===== config.mk =====
export PLATFORM = sky130hd
export DESIGN_NAME = frontend_top
export DESIGN_NICKNAME = d
export VERILOG_FILES = /design/src/logic/frontend_pkg.sv /design/src/logic/fetch_if.sv /design/src/logic/frontend_top.sv /design/src/logic/issue_queue.sv /design/src/logic/predecode.sv /design/src/logic/fetch.sv
export SDC_FILE = /design/constraint.sdc
export NUM_CORES = 1
export LEC_CHECK = 0
export ABC_AREA = 1
export BUFFER_PORTS_ARGS = -buffer_cell sky130_fd_sc_hd__buf_2
export CAP_MARGIN = 10
export CORE_MARGIN = 5
export CORE_UTILIZATION = 66
export CTS_BUF_LIST = sky130_fd_sc_hd__clkbuf_2
export DETAILED_ROUTE_END_ITERATION = 6
export GPL_TIMING_DRIVEN = 1
export MAX_ROUTING_LAYER = met4
export PLACE_DENSITY = 0.88
export SYNTH_ARGS = -nofsm -noshare
export SYNTH_HDL_FRONTEND = slang
export SYNTH_HIERARCHICAL = 1
export SYNTH_SLANG_ARGS = --single-unit

===== constraint.sdc =====
create_clock -name clk -period 7 [get_ports clk]
set_input_delay 1.05 -clock clk [delete_from_list [all_inputs] [get_ports clk]]
set_output_delay 1.05 -clock clk [all_outputs]
set_load 0.005 [all_outputs]

===== src/logic/frontend_pkg.sv =====
// shared widths, opcode classes, fetch states and the issue queue entry for the front end
`default_nettype none

package frontend_pkg;

    // data and address width
    localparam int xlen = 32;
    // flow tag width, wraps at 8
    localparam int tag_width = 3;

    // opcode class, taken from instruction bits 6:0
    typedef enum logic [3:0] {
        op_alu     = 4'd0,
        op_alu_imm = 4'd1,
        op_load    = 4'd2,
        op_store   = 4'd3,
        op_branch  = 4'd4,
        op_jal     = 4'd5,
        op_jalr    = 4'd6,
        op_lui     = 4'd7,
        op_auipc   = 4'd8,
        op_system  = 4'd9,
        op_illegal = 4'd10
    } op_class_e;

    // wishbone read states of the fetch unit
    typedef enum logic [1:0] {
        fs_idle     = 2'd0,
        fs_request  = 2'd1,
        fs_wait_ack = 2'd2
    } fetch_state_e;

    // one queued instruction, 71 bits
    typedef struct packed {
        logic [xlen-1:0]      pc;
        logic [xlen-1:0]      instruction;
        op_class_e            op_class;
        logic [tag_width-1:0] tag;
    } issue_entry_t;

endpackage

`default_nettype wire

===== src/logic/fetch_if.sv =====
// fetched word bus from the fetch unit to the predecoder, one valid pulse per word
`timescale 1ns/1ps
`default_nettype none

interface fetch_if;

    // one cycle pulse per captured word
    logic                                valid;
    // raw instruction word from memory
    logic [frontend_pkg::xlen-1:0]      instruction;
    // address the word was read from
    logic [frontend_pkg::xlen-1:0]      pc;
    // flow tag current when the read was issued
    logic [frontend_pkg::tag_width-1:0] tag;

    // fetch side drives every field
    modport source (
        output valid,
        output instruction,
        output pc,
        output tag
    );

    // predecoder side only samples, it never stalls fetch
    modport sink (
        input valid,
        input instruction,
        input pc,
        input tag
    );

endinterface

`default_nettype wire


===== src/logic/frontend_top.sv =====
// front-end top level: fetch, predecoder and issue queue behind plain ports
`timescale 1ns/1ps
`default_nettype none

module frontend_top #(
    parameter logic [frontend_pkg::xlen-1:0] start_address = '0,
    parameter int                            queue_depth   = 4
) (
    input  wire logic                                clk,
    input  wire logic                                reset,
    // wishbone classic read master
    output      logic                                wb_cyc_o,
    output      logic                                wb_stb_o,
    output      logic                                wb_we_o,
    output      logic [frontend_pkg::xlen-1:0]      wb_adr_o,
    input  wire logic [frontend_pkg::xlen-1:0]      wb_dat_i,
    input  wire logic                                wb_ack_i,
    // redirects from the back end
    input  wire logic                                jump_i,
    input  wire logic [frontend_pkg::xlen-1:0]      jump_target_i,
    input  wire logic                                exception_raised_i,
    input  wire logic                                interrupt_ack_i,
    input  wire logic                                machine_return_i,
    input  wire logic [frontend_pkg::xlen-1:0]      mtvec_i,
    input  wire logic [frontend_pkg::xlen-1:0]      mepc_i,
    // issue port
    input  wire logic                                issue_ready_i,
    output      logic                                issue_valid_o,
    output      logic [frontend_pkg::xlen-1:0]      issue_pc_o,
    output      logic [frontend_pkg::xlen-1:0]      issue_instruction_o,
    output      frontend_pkg::op_class_e             issue_class_o,
    output      logic [frontend_pkg::tag_width-1:0] issue_tag_o
);

    frontend_pkg::issue_entry_t entry;
    frontend_pkg::issue_entry_t issue_entry;

    logic                                flush;
    logic                                space;
    logic                                fe_jump;
    logic [frontend_pkg::xlen-1:0]      fe_jump_target;
    logic [frontend_pkg::tag_width-1:0] current_tag;
    logic                                entry_valid;

    fetch_if fetch_bus ();

    fetch #(
        .start_address (start_address)
    ) u_fetch (
        .clk                (clk),
        .reset              (reset),
        .jump_i             (jump_i),
        .jump_target_i      (jump_target_i),
        .exception_raised_i (exception_raised_i),
        .interrupt_ack_i    (interrupt_ack_i),
        .machine_return_i   (machine_return_i),
        .mtvec_i            (mtvec_i),
        .mepc_i             (mepc_i),
        .fe_jump_i          (fe_jump),
        .fe_jump_target_i   (fe_jump_target),
        .space_i            (space),
        .wb_cyc_o           (wb_cyc_o),
        .wb_stb_o           (wb_stb_o),
        .wb_we_o            (wb_we_o),
        .wb_adr_o           (wb_adr_o),
        .wb_dat_i           (wb_dat_i),
        .wb_ack_i           (wb_ack_i),
        .flush_o            (flush),
        .tag_o              (current_tag),
        .fetch_o            (fetch_bus.source)
    );

    predecode u_predecode (
        .clk              (clk),
        .reset            (reset),
        .flush_i          (flush),
        .current_tag_i    (current_tag),
        .fetch_i          (fetch_bus.sink),
        .fe_jump_o        (fe_jump),
        .fe_jump_target_o (fe_jump_target),
        .entry_valid_o    (entry_valid),
        .entry_o          (entry)
    );

    issue_queue #(
        .queue_depth (queue_depth)
    ) u_issue_queue (
        .clk           (clk),
        .reset         (reset),
        .flush_i       (flush),
        .entry_valid_i (entry_valid),
        .entry_i       (entry),
        .issue_ready_i (issue_ready_i),
        .space_o       (space),
        .issue_valid_o (issue_valid_o),
        .issue_entry_o (issue_entry)
    );

    // entry fields out to plain ports
    assign issue_pc_o          = issue_entry.pc;
    assign issue_instruction_o = issue_entry.instruction;
    assign issue_class_o       = issue_entry.op_class;
    assign issue_tag_o         = issue_entry.tag;

endmodule

`default_nettype wire


===== src/logic/issue_queue.sv =====
// issue queue: circular buffer of decoded instructions with flush and a valid/ready port
`timescale 1ns/1ps
`default_nettype none

module issue_queue #(
    parameter int queue_depth = 4
) (
    input  wire logic                       clk,
    input  wire logic                       reset,
    input  wire logic                       flush_i,
    input  wire logic                       entry_valid_i,
    input  wire frontend_pkg::issue_entry_t entry_i,
    input  wire logic                       issue_ready_i,
    output      logic                       space_o,
    output      logic                       issue_valid_o,
    output      frontend_pkg::issue_entry_t issue_entry_o
);

    // depth is a power of two so the pointers wrap by themselves
    localparam int ptr_width = $clog2(queue_depth);

    frontend_pkg::issue_entry_t storage [queue_depth];

    logic [ptr_width-1:0] wr_ptr_q;
    logic [ptr_width-1:0] rd_ptr_q;
    logic [ptr_width:0]   count_q;
    logic                 full;
    logic                 do_write;
    logic                 do_read;

    assign full          = (count_q == queue_depth[ptr_width:0]);
    assign issue_valid_o = (count_q != '0);
    // oldest entry, held while ready is low
    assign issue_entry_o = storage[rd_ptr_q];

    // two free slots cover one word in the pipe and one read on the bus
    assign space_o = (count_q <= queue_depth[ptr_width:0] - 2'd2);

    assign do_read  = issue_valid_o && issue_ready_i;
    assign do_write = entry_valid_i && !full;

    // pointers and count, flush wins over both ports
    always_ff @(posedge clk) begin
        if (reset || flush_i) begin
            wr_ptr_q <= '0;
            rd_ptr_q <= '0;
            count_q  <= '0;
        end else begin
            if (do_write) begin
                wr_ptr_q <= wr_ptr_q + 1'b1;
            end
            if (do_read) begin
                rd_ptr_q <= rd_ptr_q + 1'b1;
            end
            case ({do_write, do_read})
                2'b10:   count_q <= count_q + 1'b1;
                2'b01:   count_q <= count_q - 1'b1;
                default: count_q <= count_q;
            endcase
        end
    end

    // entry storage
    always_ff @(posedge clk) begin
        if (do_write) begin
            storage[wr_ptr_q] <= entry_i;
        end
    end

endmodule

`default_nettype wire


===== src/logic/predecode.sv =====
// predecoder: opcode class of each fetched word and jal resolution in the front end
`timescale 1ns/1ps
`default_nettype none

module predecode (
    input  wire logic                                clk,
    input  wire logic                                reset,
    input  wire logic                                flush_i,
    input  wire logic [frontend_pkg::tag_width-1:0] current_tag_i,
    fetch_if.sink                                    fetch_i,
    output      logic                                fe_jump_o,
    output      logic [frontend_pkg::xlen-1:0]      fe_jump_target_o,
    output      logic                                entry_valid_o,
    output      frontend_pkg::issue_entry_t          entry_o
);

    frontend_pkg::op_class_e op_class;

    logic [frontend_pkg::xlen-1:0] jal_imm;
    logic [frontend_pkg::xlen-1:0] jal_target;
    logic                          accept;
    logic                          entry_valid_q;
    logic                          fe_jump_q;

    // opcode field to class
    always_comb begin
        case (fetch_i.instruction[6:0])
            7'b0110011: op_class = frontend_pkg::op_alu;
            7'b0010011: op_class = frontend_pkg::op_alu_imm;
            7'b0000011: op_class = frontend_pkg::op_load;
            7'b0100011: op_class = frontend_pkg::op_store;
            7'b1100011: op_class = frontend_pkg::op_branch;
            7'b1101111: op_class = frontend_pkg::op_jal;
            7'b1100111: op_class = frontend_pkg::op_jalr;
            7'b0110111: op_class = frontend_pkg::op_lui;
            7'b0010111: op_class = frontend_pkg::op_auipc;
            7'b1110011: op_class = frontend_pkg::op_system;
            default:    op_class = frontend_pkg::op_illegal;
        endcase
    end

    // j-type immediate, sign from bit 31, bit 0 always zero
    assign jal_imm = {
        {12{fetch_i.instruction[31]}},
        fetch_i.instruction[19:12],
        fetch_i.instruction[20],
        fetch_i.instruction[30:21],
        1'b0
    };
    assign jal_target = fetch_i.pc + jal_imm;

    // stale words: wrong tag, a redirect this cycle, or the word after our own jal
    assign accept = fetch_i.valid && (fetch_i.tag == current_tag_i)
                  && !flush_i && !fe_jump_q;

    // control state
    always_ff @(posedge clk) begin
        if (reset) begin
            entry_valid_q <= 1'b0;
            fe_jump_q     <= 1'b0;
        end else begin
            entry_valid_q <= accept;
            // jump request lands in the same cycle as the queue write
            fe_jump_q <= accept && (op_class == frontend_pkg::op_jal);
        end
    end

    // payload, only loaded on an accepted word
    always_ff @(posedge clk) begin
        if (accept) begin
            entry_o.pc          <= fetch_i.pc;
            entry_o.instruction <= fetch_i.instruction;
            entry_o.op_class    <= op_class;
            entry_o.tag         <= fetch_i.tag;
            fe_jump_target_o    <= jal_target;
        end
    end

    assign entry_valid_o = entry_valid_q;
    assign fe_jump_o     = fe_jump_q;

endmodule

`default_nettype wire


===== src/logic/fetch.sv =====
// fetch unit: pc, flow tag, redirect priority and a wishbone classic read master
`timescale 1ns/1ps
`default_nettype none

module fetch #(
    parameter logic [frontend_pkg::xlen-1:0] start_address = '0
) (
    input  wire logic                                clk,
    input  wire logic                                reset,
    // back-end and trap redirects
    input  wire logic                                jump_i,
    input  wire logic [frontend_pkg::xlen-1:0]      jump_target_i,
    input  wire logic                                exception_raised_i,
    input  wire logic                                interrupt_ack_i,
    input  wire logic                                machine_return_i,
    input  wire logic [frontend_pkg::xlen-1:0]      mtvec_i,
    input  wire logic [frontend_pkg::xlen-1:0]      mepc_i,
    // jal resolved in the predecoder
    input  wire logic                                fe_jump_i,
    input  wire logic [frontend_pkg::xlen-1:0]      fe_jump_target_i,
    // queue can take the words a new read may bring
    input  wire logic                                space_i,
    // wishbone classic read master
    output      logic                                wb_cyc_o,
    output      logic                                wb_stb_o,
    output      logic                                wb_we_o,
    output      logic [frontend_pkg::xlen-1:0]      wb_adr_o,
    input  wire logic [frontend_pkg::xlen-1:0]      wb_dat_i,
    input  wire logic                                wb_ack_i,
    output      logic                                flush_o,
    output      logic [frontend_pkg::tag_width-1:0] tag_o,
    fetch_if.source                                  fetch_o
);

    frontend_pkg::fetch_state_e state_q;

    logic [frontend_pkg::xlen-1:0]      pc_q;
    logic [frontend_pkg::xlen-1:0]      adr_q;
    logic [frontend_pkg::xlen-1:0]      redirect_target;
    logic [frontend_pkg::tag_width-1:0] tag_q;
    logic                               backend_redirect;
    logic                               redirect;
    logic                               bus_active;
    logic                               ack_done;
    logic                               capture;
    // set while the outstanding read belongs to an abandoned path
    logic                               discard_q;

    // trap, return and back-end jump redirects
    assign backend_redirect = machine_return_i | exception_raised_i
                            | interrupt_ack_i | jump_i;
    assign redirect = backend_redirect | fe_jump_i;

    // a front-end jal leaves older queued instructions in place, nothing younger
    // than the jal can have reached the queue when fe_jump is raised
    assign flush_o = backend_redirect;

    // target by priority, mret first, then trap, back-end jump, front-end jal
    always_comb begin
        if (machine_return_i) begin
            redirect_target = mepc_i;
        end else if (exception_raised_i || interrupt_ack_i) begin
            redirect_target = mtvec_i;
        end else if (jump_i) begin
            redirect_target = jump_target_i;
        end else begin
            redirect_target = fe_jump_target_i;
        end
    end

    // cyc and stb stay up from the request until ack
    assign bus_active = (state_q != frontend_pkg::fs_idle);
    assign wb_cyc_o   = bus_active;
    assign wb_stb_o   = bus_active;
    assign wb_we_o    = 1'b0;
    assign wb_adr_o   = adr_q;

    assign ack_done = bus_active && wb_ack_i;
    // keep the word only if no redirect overtook it
    assign capture  = ack_done && !discard_q && !redirect;

    // bus state machine, one read at a time
    always_ff @(posedge clk) begin
        if (reset) begin
            state_q   <= frontend_pkg::fs_idle;
            discard_q <= 1'b0;
        end else begin
            case (state_q)
                frontend_pkg::fs_idle: begin
                    // start only on a settled pc with room downstream
                    if (space_i && !redirect) begin
                        state_q <= frontend_pkg::fs_request;
                    end
                end
                frontend_pkg::fs_request: begin
                    if (wb_ack_i) begin
                        state_q <= frontend_pkg::fs_idle;
                    end else begin
                        state_q <= frontend_pkg::fs_wait_ack;
                    end
                end
                frontend_pkg::fs_wait_ack: begin
                    if (wb_ack_i) begin
                        state_q <= frontend_pkg::fs_idle;
                    end
                end
                default: begin
                    state_q <= frontend_pkg::fs_idle;
                end
            endcase
            // the read still completes, its word is thrown away
            if (ack_done) begin
                discard_q <= 1'b0;
            end else if (bus_active && redirect) begin
                discard_q <= 1'b1;
            end
        end
    end

    // address is latched at request time so it holds through the read
    always_ff @(posedge clk) begin
        if (state_q == frontend_pkg::fs_idle && space_i && !redirect) begin
            adr_q <= pc_q;
        end
    end

    // pc and flow tag
    always_ff @(posedge clk) begin
        if (reset) begin
            pc_q  <= start_address;
            tag_q <= '0;
        end else if (redirect) begin
            pc_q  <= redirect_target;
            tag_q <= tag_q + 1'b1;
        end else if (capture) begin
            // moves on the same edge that captures the word
            pc_q <= pc_q + 32'd4;
        end
    end

    assign tag_o = tag_q;

    // captured word goes out one cycle after ack
    always_ff @(posedge clk) begin
        if (reset) begin
            fetch_o.valid <= 1'b0;
        end else begin
            fetch_o.valid <= capture;
        end
    end

    always_ff @(posedge clk) begin
        if (capture) begin
            fetch_o.instruction <= wb_dat_i;
            fetch_o.pc          <= adr_q;
            fetch_o.tag         <= tag_q;
        end
    end

endmodule

`default_nettype wire


==> metrics <==
outcome complete, but fails checks; failing checks DRC; Row Count 68; hold buffers post-CTS 0; Cell variety after synth 46; Detail Route Antenna Nets 0; Critical Path Start Type flip-flop; Pwr Density 215.6 nW/um^2; Resized cells post-CTS 0; largest net degree at the start of global routing 143; XOR/XNOR Fraction of Synth Area 0.007152; relative slew slack 0.2718; Nets 2,588; vias in the first global route 16,783; Final Critical Period 4.517 ns; Post-synth top cells 485 x edfxtp_1, 383 x nand2_1, 280 x nor2_1, 208 x o21ai_0, 188 x inv_1; Pleak 10.29 nW; final-report setup violation count 0; die height 197.8 um; vias 17,176; crit path DAT 3.47 ns; CTS tree built; post-synthesis sequential area ratio 0.6690; Crit. End Element primary output; drt drc 3; maximum VDD drop 0.1334 mV; Max Clk Rate 0.2214 GHz; synth top area cells edfxtp_1 63%, nand2_1 6.2%, nor2_1 4.5%, o21ai_0 4.5%, dfxtp_1 4.3%; Post-synth ARST share 0; first-pass GRT wire length 92,580 um; worst reg-to-reg setup slack 4.24 ns; Syn Std Cell Area 23,270 um^2; HPWL Detailed 39,980 um; #FFs+latches synth 535; Clock Tree Root clkbuf_2; final core utilization 0.7426; reg2reg path depth 7; Cells after Synth 2,123; Synth Flop Type edfxtp_1; number of synthesized flops with an enable pin 485; postcts setup bufs 0; reg2reg end u_fetch/fetch_o.pc[12]; wirelength, routed 60,440 um; total power 5.557 mW; Worst Tran Pin Value 1.091 ns; worst slack at placement 2.786 ns; clock-pin slew on the worst setup and hold paths 0.12 ns; worst-skew pair later-pin latency 1.05 ns; Final period util 0.6453; CTS Sinks 535; min-delay worst type in2reg; layout cells sized above 1 0.2111; wire per inst 20.38 um; most common cell in the synthesized netlist edfxtp_1; Area Overhead vs Synth 10.80%; Avg Inst Size Synth 10.96 um^2; GRT Resource Usage Total 0.3162; Initial Utilization 0.6702; CP endpoint issue_pc_o[31]; gpl congestion 0.9372; DR pass1 iterations 7; max-cap viol count 0; final setup TNS 0 ns; worst setup margin 2.483 ns; CP Max Fanout 72; die width 197.8 um; post-synth net total 2,298; WHS 0.2177 ns; Crit Reg-Reg Startpoint u_fetch/state_q[0]; cell taking the most area after synthesis edfxtp_1; RSZ-0062 raised after global routing false; Die Area 39,110 um^2; Setup CP Type reg2out; area share of fa/ha/maj cells after synthesis 0.02162; GRT Residual Overflow 0; yosys warns 6; Final Hold Fails 0; Required @ worst endpoint 5.95 ns; share of the synthesized area in the top cell type 0.6260; mux contribution to synthesized area 0; htree depth 3; main combinational cell family by area after synthesis simple AND/OR/NAND/NOR gates; Via density 5.791; max-slew violations 0; clk buf depth 3; simple-gate share of the synthesized area 0.1549; core area 34,710 um^2; initial antenna violation count 4; Compound-Gate Fraction of Synth Area 0.09400; I/O pin cnt 243; Num CTS Buffers 117; DR iter-0 viols 2,272; PortBufs 241; Fin Clk Skew 0.1046 ns
[state kept, by name, summed over array words and instances (netlist names), 2 cells and up, named ones only]
name and cells:
u_fetch/pc_q 32, u_fetch/state_q 2, u_predecode/entry_o 70, u_issue_queue/storage 284, u_fetch/fetch_o.pc 32, u_issue_queue/rd_ptr_q 2
u_predecode/fe_jump_target_o 32, u_fetch/fetch_o.tag 3, u_issue_queue/count_q 3, u_fetch/tag_o 3, u_issue_queue/wr_ptr_q 2, u_fetch/fetch_o.instruction 32
u_fetch/wb_adr_o 32
[worst min-delay path by stage]
stage	start	end	slack [ns]	cells after the start
CTS	wb_dat_i[0]	u_fetch/fetch_o.instruction[0]	0.12	1
floorplan	u_fetch/fetch_o.instruction[7]	u_predecode/entry_o[14]	0.40	0
detailed placement	u_fetch/fetch_o.instruction[9]	u_predecode/entry_o[16]	0.40	0
finish	wb_dat_i[0]	u_fetch/fetch_o.instruction[0]	0.22	1
global route	wb_dat_i[0]	u_fetch/fetch_o.instruction[0]	0.11	1
global placement	u_fetch/fetch_o.instruction[9]	u_predecode/entry_o[16]	0.40	0
[cell usage in the layout (no fill, tap or decap), types with 2 or more instances in the layout]
cell type	synthesis	final
a21oi_1	89	89
a21oi_2	3	3
a31oi_1	3	3
buf_2	29	241
buf_4	10	13
bufinv_16	0	2
clkbuf_2	7	170
clkinv_1	0	28
clkinv_2	0	8
dfxtp_1	50	48
diode_2	0	5
edfxtp_1	485	485
fa_1	2	2
ha_1	37	37
inv_1	188	188
inv_2	6	8
inv_6	1	2
nand2_1	383	383
nand2_2	26	26
nand3_1	86	86
nand3_2	7	7
nand3b_1	5	5
nand4_1	5	5
nor2_1	280	276
nor2_2	7	6
nor2_4	6	11
nor3_1	8	7
nor3_2	4	5
o211ai_1	9	9
o21ai_0	208	208
o21ai_1	19	19
o21bai_1	4	4
o22ai_1	71	71
or2_2	18	18
xor2_1	18	18
[final cells by class]
class | count | area, um^2
sequential | 535 | 15570
fill | 2295 | 8934
multi-input combinational | 1310 | 6506
timing repair buffer | 254 | 1304
clock buffer | 170 | 850.8
inverter | 195 | 737.0
tap | 455 | 569.3
clock inverter | 42 | 230.2
antenna | 5 | 12.51
[stage by stage]
step / instances / area, um^2
floorplan: 2123 / 23270
global placement: 2749 / 24690
detailed placement: 2749 / 24690
CTS: 2961 / 25770
global route: 2965 / 25780
finish: 2966 / 25780
[critical path, cell delays in order (launching register included)]
cell	delay, ns
dfxtp_2	0.32
buf_4	0.32
inv_2	0.49
buf_4	0.54
o21ai_0	0.24
o22ai_1	0.32
buf_2	0.18
[where the power goes]
group,internal (mW),switching (mW)
sequential,3.46,0.0302
combinational,0.0722,0.104
clock,0.732,1.16
[logic make-up after synthesis]
kind of cell	count (synthesis)
flops	535
buf+inv	278
fa+ha+maj	39
simple gates	843
other cells	1
xor+xnor	19
compound gates	408
[layer usage]
layer,track usage,part of all wire,vias to the layer above
li1,-,-,7976
met4,0.09742,0.024,0
met3,0.05190,0.10,97
met2,0.4847,0.47,1071
met1,0.4447,0.40,8032
met5,-,0,-
No activity file was read; power rests on OpenSTA's default activity.
